`config.mk`:
```
export PLATFORM = sky130hd
export DESIGN_NAME = time_dmr_alu
export DESIGN_NICKNAME = d
export VERILOG_FILES = /design/src/logic/time_dmr_pkg.sv /design/src/logic/time_dmr_start.sv /design/src/logic/alu_pipeline.sv /design/src/logic/time_dmr_end.sv /design/src/logic/time_dmr_alu.sv
export SDC_FILE = /design/constraint.sdc
export NUM_CORES = 1
export LEC_CHECK = 0
export CORE_MARGIN = 3
export CORE_UTILIZATION = 60
export CTS_BUF_LIST = sky130_fd_sc_hd__clkbuf_8 sky130_fd_sc_hd__clkbuf_16
export DETAILED_ROUTE_END_ITERATION = 6
export DONT_BUFFER_PORTS = 1
export GPL_TIMING_DRIVEN = 1
export PLACE_DENSITY = 0.87
export SLEW_MARGIN = 20
export SYNTH_ARGS = -nofsm -noshare
export SYNTH_HDL_FRONTEND = slang
export SYNTH_SLANG_ARGS = --single-unit
```
`constraint.sdc`:
```
create_clock -name clk_i -period 17.9 [get_ports clk_i]
set_input_delay 3.58 -clock clk_i [delete_from_list [all_inputs] [get_ports clk_i]]
set_output_delay 3.58 -clock clk_i [all_outputs]
set_load 0.03 [all_outputs]
```
`src/logic/time_dmr_pkg.sv`:
```
package time_dmr_pkg;

    ////////////////////////////////////////////////////////////////////////////
    // Default sizes of the time-redundant ALU
    ////////////////////////////////////////////////////////////////////////////

    // Width of both operands and of the result word
    localparam int DEFAULT_DATA_WIDTH = 16;

    // ID width including the parity bit
    // The lower bits count requests, the top bit makes the whole ID even parity
    localparam int DEFAULT_ID_SIZE = 3;

    // Number of register stages in the ALU pipeline
    localparam int DEFAULT_PIPE_DEPTH = 3;

    ////////////////////////////////////////////////////////////////////////////
    // Encodings
    ////////////////////////////////////////////////////////////////////////////

    // ALU operations, all computed in the first pipeline stage
    // MUL_LO keeps only the low half of the product
    typedef enum logic [2:0] {
        ADD    = 3'd0,
        SUB    = 3'd1,
        XOR    = 3'd2,
        AND    = 3'd3,
        SHL    = 3'd4,
        MUL_LO = 3'd5
    } alu_op_e;

    // States of the comparing end block
    // BASE holds nothing and waits for the first copy of a request
    // WAIT_FOR_VALID holds the first copy and waits for the second one
    // WAIT_FOR_READY holds a compared result that downstream has not taken yet
    typedef enum logic [1:0] {
        BASE,
        WAIT_FOR_READY,
        WAIT_FOR_VALID
    } dmr_state_e;

endpackage

```
`src/logic/time_dmr_start.sv`:
```
`timescale 1ns/1ns

module time_dmr_start
    import time_dmr_pkg::*;
#(
    parameter int DataWidth = DEFAULT_DATA_WIDTH,
    parameter int IdSize    = DEFAULT_ID_SIZE
) (
    input  logic                 clk_i,
    input  logic                 reset_i,
    input  logic                 enable_i,

    // Request from upstream
    input  alu_op_e              op_i,
    input  logic [DataWidth-1:0] a_i,
    input  logic [DataWidth-1:0] b_i,
    input  logic                 valid_i,
    output logic                 ready_o,

    // Copies towards the ALU pipeline
    output alu_op_e              op_o,
    output logic [DataWidth-1:0] a_o,
    output logic [DataWidth-1:0] b_o,
    output logic [IdSize-1:0]    id_o,
    output logic                 valid_o,
    input  logic                 ready_i,

    // ID that the next accepted request will carry
    output logic [IdSize-1:0]    next_id_o
);

    logic                 busy_q;
    logic                 second_q;
    logic [IdSize-2:0]    seq_q;
    logic                 accept;
    logic                 issue;
    logic                 last_copy;
    alu_op_e              op_q;
    logic [DataWidth-1:0] a_q;
    logic [DataWidth-1:0] b_q;
    logic [IdSize-1:0]    id_q;

    // Only one request is held at a time, so a new one waits until both copies left
    assign ready_o = ~busy_q;
    assign accept  = valid_i & ready_o;
    assign issue   = valid_o & ready_i;

    // With redundancy off the first copy is also the last one
    assign last_copy = second_q | ~enable_i;

    // Parity on top makes every legal ID even parity as a whole
    assign next_id_o = {^seq_q, seq_q};

    always_ff @(posedge clk_i) begin
        if (reset_i) begin
            busy_q   <= 1'b0;
            second_q <= 1'b0;
            seq_q    <= '0;
        end else if (accept) begin
            busy_q   <= 1'b1;
            second_q <= 1'b0;
            seq_q    <= seq_q + 1'b1;
        end else if (issue) begin
            // Stay busy for copy two, otherwise release the request
            busy_q   <= ~last_copy;
            second_q <= ~last_copy;
        end
    end

    // Stored request, reissued unchanged for the second copy
    always_ff @(posedge clk_i) begin
        if (accept) begin
            op_q <= op_i;
            a_q  <= a_i;
            b_q  <= b_i;
            id_q <= next_id_o;
        end
    end

    assign op_o    = op_q;
    assign a_o     = a_q;
    assign b_o     = b_q;
    assign id_o    = id_q;
    assign valid_o = busy_q;

endmodule

```
`src/logic/alu_pipeline.sv`:
```
`timescale 1ns/1ns

module alu_pipeline
    import time_dmr_pkg::*;
#(
    parameter int DataWidth = DEFAULT_DATA_WIDTH,
    parameter int IdSize    = DEFAULT_ID_SIZE,
    parameter int PipeDepth = DEFAULT_PIPE_DEPTH
) (
    input  logic                 clk_i,
    input  logic                 reset_i,
    input  alu_op_e              op_i,
    input  logic [DataWidth-1:0] a_i,
    input  logic [DataWidth-1:0] b_i,
    input  logic [IdSize-1:0]    id_i,
    input  logic                 valid_i,
    output logic                 ready_o,
    input  logic                 fault_inject_i,
    output logic [DataWidth-1:0] result_o,
    output logic [IdSize-1:0]    id_o,
    output logic                 valid_o,
    input  logic                 ready_i
);

    localparam int ShiftBits = $clog2(DataWidth);

    logic [DataWidth-1:0] alu_result;
    logic [DataWidth-1:0] fault_mask;
    logic                 advance;
    logic [PipeDepth-1:0] valid_q;
    logic [DataWidth-1:0] result_q [PipeDepth];
    logic [IdSize-1:0]    id_q [PipeDepth];

    // The whole operation is done before the first register
    always_comb begin
        case (op_i)
            ADD:     alu_result = a_i + b_i;
            SUB:     alu_result = a_i - b_i;
            XOR:     alu_result = a_i ^ b_i;
            AND:     alu_result = a_i & b_i;
            SHL:     alu_result = a_i << b_i[ShiftBits-1:0];
            MUL_LO:  alu_result = a_i * b_i;
            default: alu_result = '0;
        endcase
    end

    // Injected upset flips bit 0 of whatever enters stage one this cycle
    assign fault_mask = {{(DataWidth-1){1'b0}}, fault_inject_i};

    // All stages move together, and an empty last stage never blocks the chain
    assign advance = ready_i | ~valid_q[PipeDepth-1];
    assign ready_o = advance;

    always_ff @(posedge clk_i) begin
        if (reset_i) begin
            valid_q <= '0;
        end else if (advance) begin
            valid_q[0] <= valid_i;
            for (int s = 1; s < PipeDepth; s++) begin
                valid_q[s] <= valid_q[s-1];
            end
        end
    end

    always_ff @(posedge clk_i) begin
        if (advance) begin
            result_q[0] <= alu_result ^ fault_mask;
            id_q[0]     <= id_i;
            for (int s = 1; s < PipeDepth; s++) begin
                result_q[s] <= result_q[s-1];
                id_q[s]     <= id_q[s-1];
            end
        end
    end

    assign result_o = result_q[PipeDepth-1];
    assign id_o     = id_q[PipeDepth-1];
    assign valid_o  = valid_q[PipeDepth-1];

endmodule

```
`src/logic/time_dmr_end.sv`:
```
`timescale 1ns/1ns

module time_dmr_end
    import time_dmr_pkg::*;
#(
    parameter int DataWidth = DEFAULT_DATA_WIDTH,
    parameter int IdSize    = DEFAULT_ID_SIZE
) (
    input  logic                 clk_i,
    input  logic                 reset_i,
    input  logic                 enable_i,
    input  logic [IdSize-1:0]    next_id_i,
    input  logic [DataWidth-1:0] data_i,
    input  logic [IdSize-1:0]    id_i,
    input  logic                 valid_i,
    output logic                 ready_o,
    output logic [DataWidth-1:0] data_o,
    output logic [IdSize-1:0]    id_o,
    output logic                 needs_retry_o,
    output logic                 valid_o,
    input  logic                 ready_i,
    output logic                 fault_detected_o
);

    localparam int SeqSize = IdSize - 1;
    localparam int NumSeq  = 2 ** SeqSize;

    logic [DataWidth-1:0] data_q;
    logic [IdSize-1:0]    id_q;
    logic                 data_same_in, id_same_in, full_same_in;
    logic                 data_same_q, id_same_q, full_same_q;
    logic                 take;
    logic                 second_copy;
    logic                 drop_in;
    dmr_state_e           state_d, state_q;
    logic [NumSeq-1:0]    seen_d, seen_q;
    logic                 fault_cand;
    logic                 fault_q;

    ////////////////////////////////////////////////////////////////////////////
    // Beat storage and comparison
    ////////////////////////////////////////////////////////////////////////////

    assign take         = valid_i & ready_o;
    assign data_same_in = (data_i == data_q);
    assign id_same_in   = (id_i == id_q);
    assign full_same_in = data_same_in & id_same_in;
    assign full_same_q  = data_same_q & id_same_q;

    // Copy two is the beat whose ID matches the held first copy
    assign second_copy = (state_q == WAIT_FOR_VALID) & id_same_in;

    // Bad parity or an ID that was already forwarded is never sent out again
    assign drop_in = (^id_i) | seen_q[id_i[SeqSize-1:0]];

    // Data of copy two is only compared, so a held result never changes under stall
    always_ff @(posedge clk_i) begin
        if (take) begin
            id_q <= id_i;
        end
        if (take && enable_i && !second_copy) begin
            data_q <= data_i;
        end
    end

    ////////////////////////////////////////////////////////////////////////////
    // Handshake FSM
    ////////////////////////////////////////////////////////////////////////////

    always_comb begin
        state_d       = state_q;
        valid_o       = 1'b0;
        ready_o       = 1'b1;
        needs_retry_o = 1'b0;
        data_o        = data_q;
        id_o          = id_q;
        if (!enable_i) begin
            // Single copies pass straight through
            state_d = BASE;
            valid_o = valid_i;
            ready_o = ready_i;
            data_o  = data_i;
            id_o    = id_i;
        end else begin
            case (state_q)
                BASE: begin
                    if (valid_i && !drop_in) begin
                        state_d = WAIT_FOR_VALID;
                    end
                end
                WAIT_FOR_VALID: begin
                    valid_o = valid_i;
                    if (id_same_in) begin
                        // Copy two is always absorbed, the result waits here if needed
                        needs_retry_o = valid_i & ~data_same_in;
                        if (valid_i) begin
                            state_d = ready_i ? BASE : WAIT_FOR_READY;
                        end
                    end else begin
                        // A new ID means copy two went missing, so send the held one flagged
                        needs_retry_o = valid_i;
                        ready_o       = ready_i;
                        if (valid_i && ready_i && drop_in) begin
                            state_d = BASE;
                        end
                    end
                end
                WAIT_FOR_READY: begin
                    valid_o       = 1'b1;
                    ready_o       = 1'b0;
                    needs_retry_o = ~data_same_q;
                    if (ready_i) begin
                        state_d = BASE;
                    end
                end
                default: state_d = BASE;
            endcase
        end
    end

    ////////////////////////////////////////////////////////////////////////////
    // Recently seen table and fault flag
    ////////////////////////////////////////////////////////////////////////////

    // The next ID from the start block is cleared ahead of its reuse
    always_comb begin
        seen_d = seen_q;
        seen_d[next_id_i[SeqSize-1:0]] = 1'b0;
        if (enable_i && valid_o && ready_i) begin
            seen_d[id_o[SeqSize-1:0]] = 1'b1;
        end
    end

    // Fault when neither the new beat nor the one before it matched its predecessor
    assign fault_cand       = enable_i & take & ~full_same_in & ~full_same_q;
    assign fault_detected_o = fault_cand & ~fault_q;

    always_ff @(posedge clk_i) begin
        if (reset_i) begin
            state_q     <= BASE;
            seen_q      <= '0;
            data_same_q <= 1'b1;
            id_same_q   <= 1'b1;
            fault_q     <= 1'b0;
        end else begin
            state_q <= state_d;
            seen_q  <= seen_d;
            if (!enable_i) begin
                // Start the comparison history clean once redundancy comes back
                data_same_q <= 1'b1;
                id_same_q   <= 1'b1;
                fault_q     <= 1'b0;
            end else if (take) begin
                data_same_q <= data_same_in;
                id_same_q   <= id_same_in;
                fault_q     <= fault_cand;
            end
        end
    end

endmodule

```
`src/logic/time_dmr_alu.sv`:
```
`timescale 1ns/1ns

module time_dmr_alu
    import time_dmr_pkg::*;
#(
    parameter int DataWidth = DEFAULT_DATA_WIDTH,
    parameter int IdSize    = DEFAULT_ID_SIZE,
    parameter int PipeDepth = DEFAULT_PIPE_DEPTH
) (
    input  logic                 clk_i,
    input  logic                 reset_i,
    input  logic                 enable_i,
    input  logic                 fault_inject_i,
    input  alu_op_e              in_op_i,
    input  logic [DataWidth-1:0] in_a_i,
    input  logic [DataWidth-1:0] in_b_i,
    input  logic                 in_valid_i,
    output logic                 in_ready_o,
    output logic [DataWidth-1:0] out_data_o,
    output logic [IdSize-1:0]    out_id_o,
    output logic                 out_needs_retry_o,
    output logic                 out_valid_o,
    input  logic                 out_ready_i,
    output logic                 fault_detected_o
);

    // Issue side between start block and pipeline
    alu_op_e              issue_op;
    logic [DataWidth-1:0] issue_a, issue_b;
    logic [IdSize-1:0]    issue_id, next_id;
    logic                 issue_valid, issue_ready;

    // Result side between pipeline and end block
    logic [DataWidth-1:0] alu_result;
    logic [IdSize-1:0]    alu_id;
    logic                 alu_valid, alu_ready;

    time_dmr_start #(.DataWidth(DataWidth), .IdSize(IdSize)) i_start (
        .clk_i, .reset_i, .enable_i,
        .op_i(in_op_i), .a_i(in_a_i), .b_i(in_b_i), .valid_i(in_valid_i), .ready_o(in_ready_o),
        .op_o(issue_op), .a_o(issue_a), .b_o(issue_b), .id_o(issue_id),
        .valid_o(issue_valid), .ready_i(issue_ready), .next_id_o(next_id)
    );

    alu_pipeline #(.DataWidth(DataWidth), .IdSize(IdSize), .PipeDepth(PipeDepth)) i_alu (
        .clk_i, .reset_i, .op_i(issue_op), .a_i(issue_a), .b_i(issue_b), .id_i(issue_id),
        .valid_i(issue_valid), .ready_o(issue_ready), .fault_inject_i,
        .result_o(alu_result), .id_o(alu_id), .valid_o(alu_valid), .ready_i(alu_ready)
    );

    time_dmr_end #(.DataWidth(DataWidth), .IdSize(IdSize)) i_end (
        .clk_i, .reset_i, .enable_i, .next_id_i(next_id),
        .data_i(alu_result), .id_i(alu_id), .valid_i(alu_valid), .ready_o(alu_ready),
        .data_o(out_data_o), .id_o(out_id_o), .needs_retry_o(out_needs_retry_o),
        .valid_o(out_valid_o), .ready_i(out_ready_i), .fault_detected_o
    );

endmodule

```
==> metrics <==
syn_nets=1276; Port Buffer Count=0; WS Path Type=input pin to output pin; Post-synth EDFFs=114; Layout Utilization=66.65%; top post-synthesis cells by area=edfxtp_1 32%, fa_1 15%, ha_1 10%; Critical Path Source=enable_i; P_int=0.9629 mW; WHS=0.4110 ns; DP Cell Count=1254; Ys Warns=0; via count=7751; number of DRC markers in iteration 0=635; area share of the largest cell type after synthesis=between 30% and 40%; ratio of cells with drive above 1 in the final layout=7.062%; Sequential Power Share=26.6%; flops & latches, synth=130; Final WS setup=9.455 ns; syn avg cell area=10.19 um^2; main combinational cell family by area after synthesis=adder cells; CTS tree=yes; DR WL/cell=20.14 um; reg-to-reg startpoint=i_start.a_o[4]; Mapped Cells=1065; leak pwr=around 5.0 nW; period utilization=approximately 47%; count leader, synth=inv_1; first-pass GRT wire length=41210 um; via count of the first global-routing pass=approximately 8000; Synth Area in XOR/XNOR=6.858%; DR pass1 iterations=6; setup violators final=0; Worst-Skew Late Latency=0.42 ns; H-tree depth=4; RR Endpoint=i_alu.result_q[0][14]; fillcell total=around 1300; pre-CTS worst setup slack=9.514 ns; Cell Count, Final, Fillers Out=1288; simple-gate area share of the yosys netlist=13.12%; number of remaining DRC errors=0; pwr/cell area=139.4 mW/mm^2; FF/Latch Area=0.003744 mm^2; crit path DAT=4.86 ns; CP required=14.32 ns; grt ovf=0; HP Class=flop to flop; Synth Area in Adders=25.20%; Slew @ Worst Pin=0.9194 ns; mux contribution to synthesized area=4.472%; clock sink total=130; top cells by count, synth=138 x inv_1, 114 x edfxtp_1, 98 x nand2_1; Post-CTS Setup Bufs=0; Num CTS Buffers=17; startpoint types=input pin; sequential share of the synthesized area=34.49%; largest net degree at the start of global routing=64; initial antenna violation count=0; Die W=140.5 um; clock tree buffer depth=2; Post-synth ARST share=0%; Resized cells post-CTS=0; worst vdd ir=154.8 uV; Post-DRT Antenna Nets=0; dominant cell type by area after synthesis=edfxtp_1; Rel. slew slack=38.06%; Synth Area in Compound Gates=a little under a tenth; Final Max Tran Viols=0; Setup Skew=0.009517 ns; row count=48; Final Hold Vio Count=0; CORE AREA=0.01748 mm^2; Tmin final=8.445 ns; Final Net Count=1260; Unique masters post-synth=58; multi-input logic area=roughly 0.0064 mm^2; mapped cell area=roughly 0.011 mm^2; R2R cell count=16; outcome=completed; setup TNS=0 ns; io pins=64; Comb pwr share=52.5%; Sw Ratio=40.68%; routability cong.=just under 1; Via density=6.018; Clock power frac=between 20% and 30%; FF-to-FF setup slack=between 10 and 15 ns; unrepaired setup endpoints after global routing=no; total wire length=25940 um; Global Route Usage Sum=26.92%; clk slew on worst S/H paths=approximately 0.060 ns; fmax=approximately 120 MHz; MaxCap Viol Count=0; critical path peak fanout=28; Syn-to-layout area delta=7.308%; Initial Util=62.11%; CP endpoint kind=output pin; clk root buf=clkbuf_16; most common flop cell mapped by yosys=edfxtp_1; sw power=0.6604 mW; # hold bufs at CTS=0; DP Wirelength=18500 um; Die H=between 100 and 150 um; CP endpoint=fault_detected_o; die area=0.01974 mm^2
stage by stage:
step | area, um^2 | total power, mW
3_5_place_dp | 11040 | 1.278
6_report | 11650 | 1.623
2_1_floorplan | 10860 | 1.080
4_1_cts | 11630 | 1.625
5_1_grt | 11650 | 1.740
3_3_place_gp | 11040 | 1.245
layout by cell type (no fill, tap or decap), types with 4 or more instances in the layout:
cell,Yosys,final
a211oi_1,9,9
a21o_1,8,8
a21oi_1,51,51
and2_1,63,63
and3_1,5,5
buf_4,0,9
clkbuf_16,0,17
dfxtp_1,16,16
edfxtp_1,114,114
fa_1,81,81
ha_1,89,89
inv_1,138,140
inv_6,0,5
mux2_2,27,27
mux2i_1,17,17
nand2_1,98,98
nand2b_1,13,12
nand3_1,7,7
nand4_1,5,5
nor2_1,63,63
nor2b_1,8,7
nor3_1,13,13
nor4_1,6,6
o211ai_1,4,4
o21a_1,7,7
o21ai_0,16,16
o21ai_1,13,13
o221ai_1,5,5
o22ai_1,9,9
o31a_1,5,5
or3_1,6,6
xnor2_1,60,60
xor2_1,25,25
power by group through the flow:
stage	Clock (mW)	Sequential (mW)	Combinational [mW]
final	0.339	0.432	0.851
after CTS	0.344	0.432	0.849
after detailed placement	0	0.437	0.841
after global routing	0.357	0.437	0.946
after floorplan	0	0.416	0.664
after global placement	0	0.432	0.812
worst min-delay path by stage:
stage	start	to	slack [ns]	cells after the start
3_5_place_dp	i_alu.id_q[0][0]	i_alu.id_q[0][3]	0.40	0
5_1_grt	i_alu.result_q[0][31]	i_alu.result_q[0][47]	0.42	0
6_report	i_alu.id_q[0][0]	i_alu.id_q[0][3]	0.41	0
2_1_floorplan	i_start.id_o[0]	i_alu.id_q[0][0]	0.40	0
4_1_cts	i_alu.id_q[0][0]	i_alu.id_q[0][3]	0.41	0
3_3_place_gp	i_start.id_o[1]	i_alu.id_q[0][1]	0.40	0
metal layers:
layer | GRT usage (%) | wire length (um) | vias to the layer above
met5 | 0 | 0 | -
met4 | 12.03 | 1115 | 0
met3 | 5.189 | 1996 | 90
met2 | 45.19 | 12640 | 369
met1 | 33.94 | 10180 | 3738
li1 | - | - | 3554
cell families (layout without fill, tap and decap cells):
| logic type | Yosys count | after routing |
|---|---|---|
| flip-flops | 130 | 130 |
| AND/OR/NAND/NOR | 294 | 294 |
| XOR/XNOR | 85 | 85 |
| adder cells (fa/ha/maj) | 170 | 170 |
| multiplexers | 45 | 45 |
| other | 0 | 1 |
| AO/OA/AOI/OAI | 156 | 156 |
| buffers and inverters | 185 | 182 |
cell type report:
cell class                      count  area share, %
Tap cell                          225          2.417
Multi-Input combinational cell    750          55.16
Timing Repair Buffer               10         0.7519
Clock buffer                       17          3.652
Inverter                          140          4.511
Clock inverter                     15          1.353
Antenna cell                        1        0.02148
Sequential cell                   130          32.14
state kept, by name, indices dropped and copies added, names as in the netlist:
register	count
i_start.a_o	16
i_start.seq_q	2
i_start.b_o	16
i_end.state_q	2
i_start.id_o	3
i_alu.valid_q	3
i_end.data_same_q	1
i_alu.id_q	9
i_end.id_same_q	1
i_alu.result_q	48
i_start.op_o	3
i_end.data_q	16
i_end.fault_q	1
i_end.seen_q	4
i_start.second_q	1
i_end.id_q	3
i_start.valid_o	1
worst max-delay path, cell delays in order:
cell,delay (ns)
o21ai_1,0.04
a32oi_1,0.22
and2_1,0.38
nand4_1,0.17
nor2_1,0.46
No activity file was read; power rests on OpenSTA's default activity.
